--- config.mk ---
export PLATFORM = sky130hd
export DESIGN_NAME = decodeStage
export DESIGN_NICKNAME = d
export VERILOG_FILES = /design/src/decodePkg.sv /design/src/aluCtrlIf.sv /design/src/ctrlIf.sv /design/src/aluDecoder.sv /design/src/decodeStage.sv /design/src/mainDecoder.sv /design/src/operandFields.sv
export SDC_FILE = /design/constraint.sdc
export NUM_CORES = 1
export LEC_CHECK = 0
export BUFFER_PORTS_ARGS = -buffer_cell sky130_fd_sc_hd__buf_2
export CORE_ASPECT_RATIO = 1.25
export CORE_UTILIZATION = 49
export DETAILED_ROUTE_END_ITERATION = 12
export GPL_TIMING_DRIVEN = 0
export MAX_ROUTING_LAYER = met4
export PLACE_DENSITY = 0.77
export SKIP_LAST_GASP = 1
export SYNTH_ARGS = -nofsm -noshare
export SYNTH_HDL_FRONTEND = slang
export SYNTH_HIERARCHICAL = 1
export SYNTH_SLANG_ARGS = --single-unit
export TNS_END_PERCENT = 100
--- constraint.sdc ---
create_clock -name clk -period 0.8 [get_ports clk]
set_clock_uncertainty 0.05 [all_clocks]
set_input_delay 0.04 -clock clk [delete_from_list [all_inputs] [get_ports clk]]
set_output_delay 0.04 -clock clk [all_outputs]
set_load 0.02 [all_outputs]
--- src/decodePkg.sv ---
`default_nettype none

package decodePkg;

    //////////////////////////////////////////////////////////////////////
    // Field widths
    //////////////////////////////////////////////////////////////////////
    localparam int dataW   = 16;  // Instruction and data width
    localparam int opcodeW = 5;
    localparam int regIdxW = 3;   // Eight registers
    localparam int aluOpW  = 4;
    localparam int extSelW = 3;
    localparam int regDstW = 2;

    localparam logic [regIdxW-1:0] linkReg = 3'd7;  // R7 takes PC + 2 on JAL/JALR

    //////////////////////////////////////////////////////////////////////
    // Opcodes
    //////////////////////////////////////////////////////////////////////
    localparam logic [opcodeW-1:0] opHalt   = 5'b00000, opNop    = 5'b00001;
    localparam logic [opcodeW-1:0] opSiic   = 5'b00010, opRti    = 5'b00011;
    localparam logic [opcodeW-1:0] opJ      = 5'b00100, opJr     = 5'b00101;
    localparam logic [opcodeW-1:0] opJal    = 5'b00110, opJalr   = 5'b00111;
    localparam logic [opcodeW-1:0] opAddi   = 5'b01000, opSubi   = 5'b01001;
    localparam logic [opcodeW-1:0] opXori   = 5'b01010, opAndni  = 5'b01011;
    localparam logic [opcodeW-1:0] opBeqz   = 5'b01100, opBnez   = 5'b01101;
    localparam logic [opcodeW-1:0] opBltz   = 5'b01110, opBgez   = 5'b01111;
    localparam logic [opcodeW-1:0] opSt     = 5'b10000, opLd     = 5'b10001;
    localparam logic [opcodeW-1:0] opSlbi   = 5'b10010, opStu    = 5'b10011;
    localparam logic [opcodeW-1:0] opRoli   = 5'b10100, opSlli   = 5'b10101;
    localparam logic [opcodeW-1:0] opRori   = 5'b10110, opSrli   = 5'b10111;
    localparam logic [opcodeW-1:0] opLbi    = 5'b11000, opBtr    = 5'b11001;
    localparam logic [opcodeW-1:0] opShiftR = 5'b11010, opArithR = 5'b11011;
    localparam logic [opcodeW-1:0] opSeq    = 5'b11100, opSlt    = 5'b11101;
    localparam logic [opcodeW-1:0] opSle    = 5'b11110, opSco    = 5'b11111;

    // ALU operations
    localparam logic [aluOpW-1:0] aluRol   = 4'd0;   // Shifter group sits at 0..3
    localparam logic [aluOpW-1:0] aluSll   = 4'd1;
    localparam logic [aluOpW-1:0] aluRor   = 4'd2;
    localparam logic [aluOpW-1:0] aluSrl   = 4'd3;
    localparam logic [aluOpW-1:0] aluAdd   = 4'd4;
    localparam logic [aluOpW-1:0] aluAnd   = 4'd5;
    localparam logic [aluOpW-1:0] aluXor   = 4'd7;
    localparam logic [aluOpW-1:0] aluBtr   = 4'd8;   // Bit reverse
    localparam logic [aluOpW-1:0] aluSeq   = 4'd9;
    localparam logic [aluOpW-1:0] aluSlt   = 4'd10;
    localparam logic [aluOpW-1:0] aluSle   = 4'd11;
    localparam logic [aluOpW-1:0] aluSco   = 4'd12;  // Carry out of Rs + Rt
    localparam logic [aluOpW-1:0] aluPassB = 4'd13;
    localparam logic [aluOpW-1:0] aluSlbi  = 4'd14;  // (A << 8) | B
    localparam logic [aluOpW-1:0] aluPassA = 4'd15;

    // Immediate extension modes
    localparam logic [extSelW-1:0] extSign5  = 3'd0;
    localparam logic [extSelW-1:0] extSign8  = 3'd1;
    localparam logic [extSelW-1:0] extSign11 = 3'd2;
    localparam logic [extSelW-1:0] extZero5  = 3'd3;
    localparam logic [extSelW-1:0] extZero8  = 3'd4;

    // Write register source
    localparam logic [regDstW-1:0] dstRs   = 2'd0;  // Bits 10..8
    localparam logic [regDstW-1:0] dstRt   = 2'd1;  // Bits 7..5
    localparam logic [regDstW-1:0] dstRd   = 2'd2;  // Bits 4..2
    localparam logic [regDstW-1:0] dstLink = 2'd3;

    //////////////////////////////////////////////////////////////////////
    // Instruction word views
    //////////////////////////////////////////////////////////////////////
    typedef struct packed {
        logic [opcodeW-1:0] opcode;
        logic [regIdxW-1:0] rs;
        logic [regIdxW-1:0] rt;
        logic [regIdxW-1:0] rd;
        logic [1:0]         func;  // Selects the op inside ShiftR/ArithR
    } rFmt_s;

    typedef struct packed {
        logic [opcodeW-1:0] opcode;
        logic [regIdxW-1:0] rs;
        logic [regIdxW-1:0] rd;
        logic [4:0]         imm5;
    } i1Fmt_s;

    typedef struct packed {
        logic [opcodeW-1:0] opcode;
        logic [regIdxW-1:0] rs;
        logic [7:0]         imm8;
    } i2Fmt_s;

    typedef struct packed {
        logic [opcodeW-1:0] opcode;
        logic [10:0]        disp11;  // PC relative
    } jFmt_s;

    typedef union packed {
        rFmt_s  rFmt;
        i1Fmt_s i1Fmt;
        i2Fmt_s i2Fmt;
        jFmt_s  jFmt;
    } instrWord_u;

endpackage

`default_nettype wire

--- src/aluCtrlIf.sv ---
`timescale 1ns/1ns
`default_nettype none

interface aluCtrlIf;
    import decodePkg::*;

    logic [aluOpW-1:0] aluOp;
    logic              aluInvA;  // Invert A before the adder
    logic              aluInvB;
    logic              aluCin;   // Completes two's complement on subtract

    modport decoder (output aluOp, aluInvA, aluInvB, aluCin);
    modport stage   (input aluOp, aluInvA, aluInvB, aluCin);
endinterface

`default_nettype wire

--- src/ctrlIf.sv ---
`timescale 1ns/1ns
`default_nettype none

interface ctrlIf;
    import decodePkg::*;

    logic [regDstW-1:0] regDst;   // Write register select
    logic [extSelW-1:0] extSel;   // Immediate extension mode
    logic               regWrite;
    logic               memRead;
    logic               memWrite;
    logic               memToReg; // Write back load data
    logic               aluSrc;   // Immediate as ALU B operand
    logic               jump;
    logic               branch;
    logic               regToPc;  // JR/JALR target from register
    logic               pcToReg;  // PC + 2 into link register
    logic               halt;
    logic               err;

    modport decoder (output regDst, extSel, regWrite, memRead, memWrite, memToReg,
                     aluSrc, jump, branch, regToPc, pcToReg, halt, err);

    // Operand path only needs the two selects
    modport fields (input regDst, extSel);

    modport stage (input regWrite, memRead, memWrite, memToReg, aluSrc, jump, branch,
                   regToPc, pcToReg, halt, err);
endinterface

`default_nettype wire

--- src/aluDecoder.sv ---
`timescale 1ns/1ns
`default_nettype none

module aluDecoder (
    input  logic [decodePkg::opcodeW-1:0] opcode,
    input  logic [1:0]                    func,   // Instruction bits 1..0
    aluCtrlIf.decoder                     alu
);
    import decodePkg::*;

    always_comb begin
        alu.aluOp   = aluRol;
        alu.aluInvA = 1'b0;
        alu.aluInvB = 1'b0;
        alu.aluCin  = 1'b0;

        case (opcode)
            // Address and target adds
            opAddi, opSt, opLd, opStu, opJr, opJalr: alu.aluOp = aluAdd;
            opSubi: begin
                alu.aluOp   = aluAdd;    // imm - Rs
                alu.aluInvA = 1'b1;
                alu.aluCin  = 1'b1;
            end
            opXori: alu.aluOp = aluXor;
            opAndni: begin
                alu.aluOp   = aluAnd;
                alu.aluInvB = 1'b1;      // Rs & ~imm
            end
            opRoli: alu.aluOp = aluRol;
            opSlli: alu.aluOp = aluSll;
            opRori: alu.aluOp = aluRor;
            opSrli: alu.aluOp = aluSrl;
            opBtr:  alu.aluOp = aluBtr;

            // Compares subtract Rt from Rs
            opSeq, opSlt, opSle: begin
                alu.aluOp   = (opcode == opSeq) ? aluSeq :
                              (opcode == opSlt) ? aluSlt : aluSle;
                alu.aluInvB = 1'b1;
                alu.aluCin  = 1'b1;
            end
            opSco:  alu.aluOp = aluSco;
            opBeqz, opBnez, opBltz, opBgez: alu.aluOp = aluPassA;  // Rs tested downstream
            opLbi:  alu.aluOp = aluPassB;
            opSlbi: alu.aluOp = aluSlbi;

            opShiftR: alu.aluOp = aluOpW'(func);  // func lines up with the shifter codes
            opArithR: begin
                alu.aluCin = func[0];    // Only SUB needs it and AND ignores it
                case (func)
                    2'd0: alu.aluOp = aluAdd;
                    2'd1: begin
                        alu.aluOp   = aluAdd;  // Rt - Rs
                        alu.aluInvA = 1'b1;
                    end
                    2'd2: alu.aluOp = aluXor;
                    default: begin
                        alu.aluOp   = aluAnd;
                        alu.aluInvB = 1'b1;
                    end
                endcase
            end
            default: begin
                // Halt, nop and J/JAL leave the ALU idle
            end
        endcase
    end
endmodule

`default_nettype wire

--- src/decodeStage.sv ---
`timescale 1ns/1ns
`default_nettype none

module decodeStage (
    input  logic                           clk,
    input  logic                           rstN,
    input  logic                           instrValid,
    input  logic [decodePkg::dataW-1:0]    instr,
    output logic                           ctrlValid,
    output logic                           regWrite,
    output logic                           memRead,
    output logic                           memWrite,
    output logic                           memToReg,
    output logic                           aluSrc,
    output logic                           jump,
    output logic                           branch,
    output logic                           regToPc,
    output logic                           pcToReg,
    output logic                           halt,
    output logic                           err,
    output logic [decodePkg::regIdxW-1:0]  writeReg,
    output logic [decodePkg::aluOpW-1:0]   aluOp,
    output logic                           aluInvA,
    output logic                           aluInvB,
    output logic                           aluCin,
    output logic [decodePkg::dataW-1:0]    immValue
);
    import decodePkg::*;

    instrWord_u          instrW;        // Same word seen through the format views
    logic [dataW-1:0]    immNext;
    logic [regIdxW-1:0]  writeRegNext;

    ctrlIf    ctrlBus ();
    aluCtrlIf aluBus ();

    assign instrW = instr;

    //////////////////////////////////////////////////////////////////////
    // Combinational decode
    //////////////////////////////////////////////////////////////////////
    mainDecoder u_mainDecoder (
        .opcode (instrW.rFmt.opcode),
        .ctrl   (ctrlBus.decoder)
    );

    aluDecoder u_aluDecoder (
        .opcode (instrW.rFmt.opcode),
        .func   (instrW.rFmt.func),
        .alu    (aluBus.decoder)
    );

    operandFields u_operandFields (
        .instr    (instrW),
        .ctrl     (ctrlBus.fields),
        .immValue (immNext),
        .writeReg (writeRegNext)
    );

    //////////////////////////////////////////////////////////////////////
    // Stage register
    //////////////////////////////////////////////////////////////////////
    always_ff @(posedge clk or negedge rstN) begin
        if (!rstN) begin
            ctrlValid <= 1'b0;
            regWrite  <= 1'b0;
            memRead   <= 1'b0;
            memWrite  <= 1'b0;
            jump      <= 1'b0;
            branch    <= 1'b0;
            halt      <= 1'b0;
            err       <= 1'b0;
            memToReg  <= 1'b0;
            aluSrc    <= 1'b0;
            regToPc   <= 1'b0;
            pcToReg   <= 1'b0;
            writeReg  <= '0;
            aluOp     <= '0;
            aluInvA   <= 1'b0;
            aluInvB   <= 1'b0;
            aluCin    <= 1'b0;
            immValue  <= '0;
        end else begin
            ctrlValid <= instrValid;
            regWrite  <= instrValid & ctrlBus.regWrite;  // Enables drop in a bubble
            memRead   <= instrValid & ctrlBus.memRead;
            memWrite  <= instrValid & ctrlBus.memWrite;
            jump      <= instrValid & ctrlBus.jump;
            branch    <= instrValid & ctrlBus.branch;
            halt      <= instrValid & ctrlBus.halt;
            err       <= instrValid & ctrlBus.err;
            if (instrValid) begin                         // Payload holds otherwise
                memToReg <= ctrlBus.memToReg;
                aluSrc   <= ctrlBus.aluSrc;
                regToPc  <= ctrlBus.regToPc;
                pcToReg  <= ctrlBus.pcToReg;
                writeReg <= writeRegNext;
                aluOp    <= aluBus.aluOp;
                aluInvA  <= aluBus.aluInvA;
                aluInvB  <= aluBus.aluInvB;
                aluCin   <= aluBus.aluCin;
                immValue <= immNext;
            end
        end
    end
endmodule

`default_nettype wire

--- src/mainDecoder.sv ---
`timescale 1ns/1ns
`default_nettype none

module mainDecoder (
    input  logic [decodePkg::opcodeW-1:0] opcode,
    ctrlIf.decoder                        ctrl
);
    import decodePkg::*;

    always_comb begin
        ctrl.regDst   = dstRs;     // Defaults give a quiet no-op
        ctrl.extSel   = extSign5;
        ctrl.regWrite = 1'b0;
        ctrl.memRead  = 1'b0;
        ctrl.memWrite = 1'b0;
        ctrl.memToReg = 1'b0;
        ctrl.aluSrc   = 1'b0;
        ctrl.jump     = 1'b0;
        ctrl.branch   = 1'b0;
        ctrl.regToPc  = 1'b0;
        ctrl.pcToReg  = 1'b0;
        ctrl.halt     = 1'b0;
        ctrl.err      = 1'b0;

        case (opcode)
            opHalt: ctrl.halt = 1'b1;
            opNop, opSiic, opRti: begin
                // No exception support so these retire as no-ops
            end

            //////////////////////////////////////////////////////////////////////
            // I format 1
            //////////////////////////////////////////////////////////////////////
            opAddi, opSubi: begin
                ctrl.regDst   = dstRt;     // Rd lives in bits 7..5 here
                ctrl.aluSrc   = 1'b1;
                ctrl.regWrite = 1'b1;
                ctrl.extSel   = extSign5;
            end
            opXori, opAndni, opRoli, opSlli, opRori, opSrli: begin
                ctrl.regDst   = dstRt;
                ctrl.aluSrc   = 1'b1;
                ctrl.regWrite = 1'b1;
                ctrl.extSel   = extZero5;  // Logic ops and shift amounts are unsigned
            end
            opSt: begin
                ctrl.aluSrc   = 1'b1;      // Address is Rs + imm
                ctrl.memWrite = 1'b1;
                ctrl.extSel   = extSign5;
            end
            opLd: begin
                ctrl.regDst   = dstRt;
                ctrl.aluSrc   = 1'b1;
                ctrl.memRead  = 1'b1;
                ctrl.memToReg = 1'b1;
                ctrl.regWrite = 1'b1;
                ctrl.extSel   = extSign5;
            end
            opStu: begin
                ctrl.regDst   = dstRs;     // Updated address back into Rs
                ctrl.aluSrc   = 1'b1;
                ctrl.memWrite = 1'b1;
                ctrl.regWrite = 1'b1;
                ctrl.extSel   = extSign5;
            end

            // R format always writes Rd
            opBtr, opShiftR, opArithR, opSeq, opSlt, opSle, opSco: begin
                ctrl.regDst   = dstRd;
                ctrl.regWrite = 1'b1;
            end

            //////////////////////////////////////////////////////////////////////
            // I format 2 and J format
            //////////////////////////////////////////////////////////////////////
            opBeqz, opBnez, opBltz, opBgez: begin
                ctrl.branch = 1'b1;
                ctrl.extSel = extSign8;    // Branch offset
            end
            opLbi: begin
                ctrl.regDst   = dstRs;
                ctrl.aluSrc   = 1'b1;
                ctrl.regWrite = 1'b1;
                ctrl.extSel   = extSign8;
            end
            opSlbi: begin
                ctrl.regDst   = dstRs;
                ctrl.aluSrc   = 1'b1;
                ctrl.regWrite = 1'b1;
                ctrl.extSel   = extZero8;  // Low byte shifted in as is
            end
            opJ: begin
                ctrl.jump   = 1'b1;
                ctrl.extSel = extSign11;
            end
            opJr: begin
                ctrl.jump    = 1'b1;
                ctrl.aluSrc  = 1'b1;
                ctrl.regToPc = 1'b1;       // Target is Rs + imm
                ctrl.extSel  = extSign8;
            end
            opJal: begin
                ctrl.jump     = 1'b1;
                ctrl.regDst   = dstLink;
                ctrl.regWrite = 1'b1;
                ctrl.pcToReg  = 1'b1;
                ctrl.extSel   = extSign11;
            end
            opJalr: begin
                ctrl.jump     = 1'b1;
                ctrl.regDst   = dstLink;
                ctrl.regWrite = 1'b1;
                ctrl.pcToReg  = 1'b1;
                ctrl.aluSrc   = 1'b1;
                ctrl.regToPc  = 1'b1;
                ctrl.extSel   = extSign8;
            end
            default: ctrl.err = 1'b1;      // Unreachable with all 32 opcodes listed
        endcase
    end
endmodule

`default_nettype wire

--- src/operandFields.sv ---
`timescale 1ns/1ns
`default_nettype none

module operandFields (
    input  decodePkg::instrWord_u              instr,
    ctrlIf.fields                              ctrl,
    output logic [decodePkg::dataW-1:0]        immValue,
    output logic [decodePkg::regIdxW-1:0]      writeReg
);
    import decodePkg::*;

    // Immediate extension
    always_comb begin
        case (ctrl.extSel)
            extSign5:  immValue = {{(dataW-5){instr.i1Fmt.imm5[4]}}, instr.i1Fmt.imm5};
            extSign8:  immValue = {{(dataW-8){instr.i2Fmt.imm8[7]}}, instr.i2Fmt.imm8};
            extSign11: immValue = {{(dataW-11){instr.jFmt.disp11[10]}}, instr.jFmt.disp11};
            extZero5:  immValue = {{(dataW-5){1'b0}}, instr.i1Fmt.imm5};
            extZero8:  immValue = {{(dataW-8){1'b0}}, instr.i2Fmt.imm8};
            default:   immValue = '0;  // Codes 5..7 unused
        endcase
    end

    // Destination register
    always_comb begin
        case (ctrl.regDst)
            dstRs:   writeReg = instr.rFmt.rs;
            dstRt:   writeReg = instr.rFmt.rt;  // Same bits as the I format 1 Rd
            dstRd:   writeReg = instr.rFmt.rd;
            default: writeReg = linkReg;        // JAL and JALR
        endcase
    end
endmodule

`default_nettype wire
* Word-level counts from Yosys, hierarchy flattened
Index checks and enable logic that the tools add are counted.
Operators by class: reduce and logical (&&, ||, !) cells 22, equality and inequality tests 36, multiplexer cells 22, bitwise gates (word level) 6
Operators by type and width (number):
- $eq 5x5->1 const B | 16
- $pmux 16 s5 | 1
- $pmux 4 s14 | 1
- $eq 5x4->1 const B | 8
- $reduce_or 21->1 | 1
- $reduce_or 7->1 | 3
- $eq 5x3->1 const B | 4
- $reduce_or 4->1 | 4
- $reduce_or 15->1 | 1
- $mux 1 | 12
- $pmux 3 s4 | 1
- $reduce_or 2->1 | 5
- $pmux 3 s3 | 1
- $reduce_or 9->1 | 1
- $and 1x1->1 | 6
- $eq 3x2->1 const B | 2
- $pmux 1 s2 | 3
- $pmux 2 s3 | 1
- $reduce_or 3->1 | 2
- $reduce_or 6->1 | 1
- $logic_not 5->1 | 1
- $eq 2x1->1 const B | 2
- $eq 2x2->1 const B | 2
- $logic_not 2->1 | 2
- other kinds (5) | 5
Word-level totals: flip-flop bits (word level) 37, output and inout port bits 38, word-level logic and storage cells 103, input port bits 19

* Longest topological paths before layout
depth after elaboration 5, depth in mapped cells 9, depth with buffers taken out 6

* Modules after synthesis
Netlist, hierarchy kept.
Modules (own cells, without submodules):
- decodeStage | instances 1, cells each 79, area an instance 1481.4 um2, seq. area each 950.9 um2
- operandFields | instances 1, cells each 42, area an instance 347.8 um2, seq. area each 0.0 um2
- aluDecoder | instances 1, cells each 47, area an instance 296.5 um2, seq. area each 0.0 um2
- mainDecoder | instances 1, cells each 41, area an instance 272.8 um2, seq. area each 0.0 um2

* Least setup slack after synthesis
OpenSTA, ideal clock, no wires.
path type input to register, start point input port instr[13] (netlist name), end point register immValue[15] (netlist name), data required time 625 ps, setup slack -1116 ps, data arrival time 1741 ps, setup time 125 ps, buffers on the path 3, cell stages on the path 8, path through buf_4 -> or2_1 -> nor3_1 -> buf_2 -> nand2b_1 -> o32ai_1 -> buf_4 -> mux2_2
Between the ends: word-level cells in the longest chain between the ends 5, elaborated cells on any way between the ends 26, classes of those cells 20 x eq/ne; 2 x mux; 4 x reduce/logical
RTL lines:
- start, declared | RTL line decodeStage.sv:8 | input logic [decodePkg::dataW-1:0] instr,
- $eq 5x3->1 (tied with other cells) | RTL line mainDecoder.sv:25 | case (opcode)
- $reduce_or 7->1 (no line) (tied with other cells)
- $pmux 3 s4 * | RTL line mainDecoder.sv:25
- named net ctrlBus.extSel[2] | RTL line ctrlIf.sv:8 | logic [extSelW-1:0] extSel;
- $eq 3x3->1 (tied with other cells) | RTL line operandFields.sv:14 | case (ctrl.extSel)
- $pmux 16 s5 * | RTL line operandFields.sv:14
- named net immNext[15] | RTL line decodeStage.sv:31 | logic [dataW-1:0] immNext;
- end signal, assigned | RTL line decodeStage.sv:102 | immValue <= immNext;
- end, declared | RTL line decodeStage.sv:26 | output logic [decodePkg::dataW-1:0] immValue
Mark *: on every way through the listed nets, which the timed path passes. The rest lies on a longest branch. A chain may end at the register's enable or synchronous reset.

* Final worst setup path
start point input port instr[15] (netlist name), end point register immValue[5] (netlist name)
Same word-level chain as after synthesis.

==> flow_summary.toml <==
[worst_setup_path]
critical_path_arrival_ps = 1720
r2r_cells = 1
required_ps = 920
worst-setup-path-type = "in2reg"
crit_path_end_kind = "flip-flop"
cp-start-kind = "input pin"
crit_start = "instr[15]"
path_max_fanout = 7
rrSetupSlack_ps = -50
timing.rr.start = "regToPc"
r2r-end = "regToPc"

[synth]
synthAdderAreaFrac = 0
synth.mux.area_fraction = 0.209
synthesis.area_um2 = 2400
synth_xor_xnor_area_share = 0.00730
synthesis.nets = 228
yosys_warnings = 6
synth_top_family_by_area = "multiplexers"
synth.distinct_cells = 50
synth_cells = 209
synth_compound_area_frac = 0.129
synth-seq-area-share = 0.396
yosys.area_share.simple = 0.166
postSynthAreaPerCell_um2 = 11.5
synth_flop_cell = "dfrtp_1"
synth-edff-count = 0
synthArstFlopShare = 1.00
ys_ff_latch = 38

[power]
internal-power_mw = 4.30
pwr-share-seq = 0.381
swShare = 0.288
p_leak_nw = 1.75
p_comb_frac = 0.360
cellPowerDensity_nw_per_um2 = 1640
vdd_drop_max_mv = 1.05
p_sw_mw = 1.74
clock_power_share = 0.259

[finish]
final_common_cell = "buf_6"
fin_area_um2 = 3680
area_delta_synth_final_pct = 53.5
final_cell_mix = "buf_6, dfrtp_1, mux2_4, buf_4, buf_2"
area.sequential_um2 = 960
drive_gt1_frac = 0.649
multi_input_area_um2 = 1460
fillCellCount = 300
fin_nets = 317
antennaDiodeCount = 0

[clocking]
cts_tree = "done"
htree_levels = 2
cts_buffer_depth = 2
clock_latency_ps = 280
cts.sinks = 38
clk_pin_slew_worst_paths_ps = 70
cts_hold_repair.buffers = 1
cts_buffers = 5
cts_root_buf = "clkbuf_8"

[global_routing]
grt_pass1_vias = 1946
antenna_found_initial = 0
grt.total_usage = 0.236
grt_max_degree = 39
grt_pass1_wl_um = 9050
grt_overflow = 0

[floorplanning]
dieWidth_um = 64.6
die_h_um = 80.2
rows = 28
core_area_um2 = 4730
pin_count = 57
initial_core_util = 0.507
dieArea_um2 = 5180

[routing]
via_count = 1927
vias_per_cell = 5.37
drtIter0Drc = 49
wl_per_cell_um = 16.1
dr.pass1.iters = 6
drtAntennaViolNets = 0
drc = 0
wl_um = 5760

[place]
gp_congestion = 0.940
portBuffers = 56
place_ws_ps = -1260
dp_hpwl_um = 3690
placed_cell_area_um2 = 2910

[run]
cap_viol_max_count = 0

[status]
status = "finished, violations left"
violations = "negative hold slack, negative setup slack"

[timing]
max_freq_ghz = 0.626
layout_setup_ws_ps = -798
fin_crit_ps = 1600
setup_viol = 69
hold_viol_final = 38
tightestPinTransition_ps = 813
hold_ws_ps = -210
period_share = 2.00
rsz0062_at_grt = "yes"
relSlewSlack = 0.458
slew_violations = 0

[min_path]
hold_path.class = "in2async"
layout make-up:
class | instances | area share
buffer | 21 | 0.0673
clock buffer | 5 | 0.0187
clock inverter | 3 | 0.0109
inverter | 4 | 0.00408
multi-input combinational | 144 | 0.395
sequential | 38 | 0.261
tap | 60 | 0.0204
timing repair buffer | 84 | 0.223
cell families (layout without fill, tap and decap cells):
| group | count (synthesis) | after routing |
|---|---|---|
| compound gates | 40 | 40 |
| xor+xnor | 2 | 2 |
| buf+inv | 27 | 117 |
| flops | 38 | 38 |
| mux | 37 | 37 |
| other cells | 1 | 1 |
| simple gates | 64 | 64 |
worst max-delay path by stage:
stage,slack [ps],end,cells past startpoint
2_1_floorplan,-880,immValue[6],6
3_3_place_gp,-1230,immValue[15],10
3_5_place_dp,-1260,immValue[15],10
4_1_cts,-760,immValue[13],10
5_1_grt,-840,immValue[13],10
6_report,-800,immValue[5],8
worst max-delay path, stage by stage:
cell      delay, ps
buf_12          110
buf_8           120
or3_4           410
o21ai_4         190
buf_6           140
and4bb_1        230
a211o_1         230
mux2_4          250
sequential cells by signal (all words and copies together) (netlist names):
register,flops
aluCin,1
aluInvA,1
aluInvB,1
aluOp,4
aluSrc,1
branch,1
ctrlValid,1
err,1
halt,1
immValue,16
jump,1
memRead,1
memToReg,1
memWrite,1
pcToReg,1
regToPc,1
regWrite,1
writeReg,3
cell usage after synthesis, types with 4 or more instances:
cell | count | area, um2
o21ai_0 | 5 | 25.0
mux2_2 | 10 | 113
mux2_4 | 23 | 345
nand2b_1 | 10 | 62.6
inv_1 | 4 | 15.0
and2_1 | 14 | 87.6
a21oi_1 | 5 | 25.0
nand2_1 | 10 | 37.5
dfrtp_1 | 38 | 951
buf_6 | 5 | 56.3
buf_4 | 10 | 75.1
nor2_1 | 7 | 26.3
buf_2 | 6 | 30.0
a211o_1 | 4 | 35.0
what timing repair did:
action	CTS	global route
endpoints found under the hold margin	39	38
gates cloned	0	0
pin swaps	13	19
setup endpoints to repair	69	70
resized for setup	103	34
buffers inserted	14	14
power by group through the flow:
stage | registers, mW | clock network (mW) | logic, mW
final | 2.30 | 1.56 | 2.18
after global routing | 2.33 | 1.70 | 2.31
after CTS | 2.30 | 1.61 | 2.02
after detailed placement | 2.29 | 0 | 1.64
after global placement | 2.28 | 0 | 1.61
after floorplan | 2.55 | 0 | 0.890
per-stage QoR:
step / utilization / std cells / setup TNS (ps) / power (mW)
CTS: 0.732 / 347 / -18520 / 5.93
detailed placement: 0.614 / 325 / -27600 / 3.93
global placement: 0.614 / 325 / -26500 / 3.89
finish: 0.779 / 359 / -18600 / 6.04
floorplan: - / 209 / -15600 / 3.44
global route: 0.779 / 359 / -20690 / 6.33
metal layers:
| layer | part of all wire | GRT usage |
|---|---|---|
| met3 | 0.036 | 0.0440 |
| met2 | 0.55 | 0.411 |
| met5 | 0 | - |
| met4 | 0.026 | 0.102 |
| met1 | 0.39 | 0.262 |
Note: power is estimated with default switching activity, not from simulation.
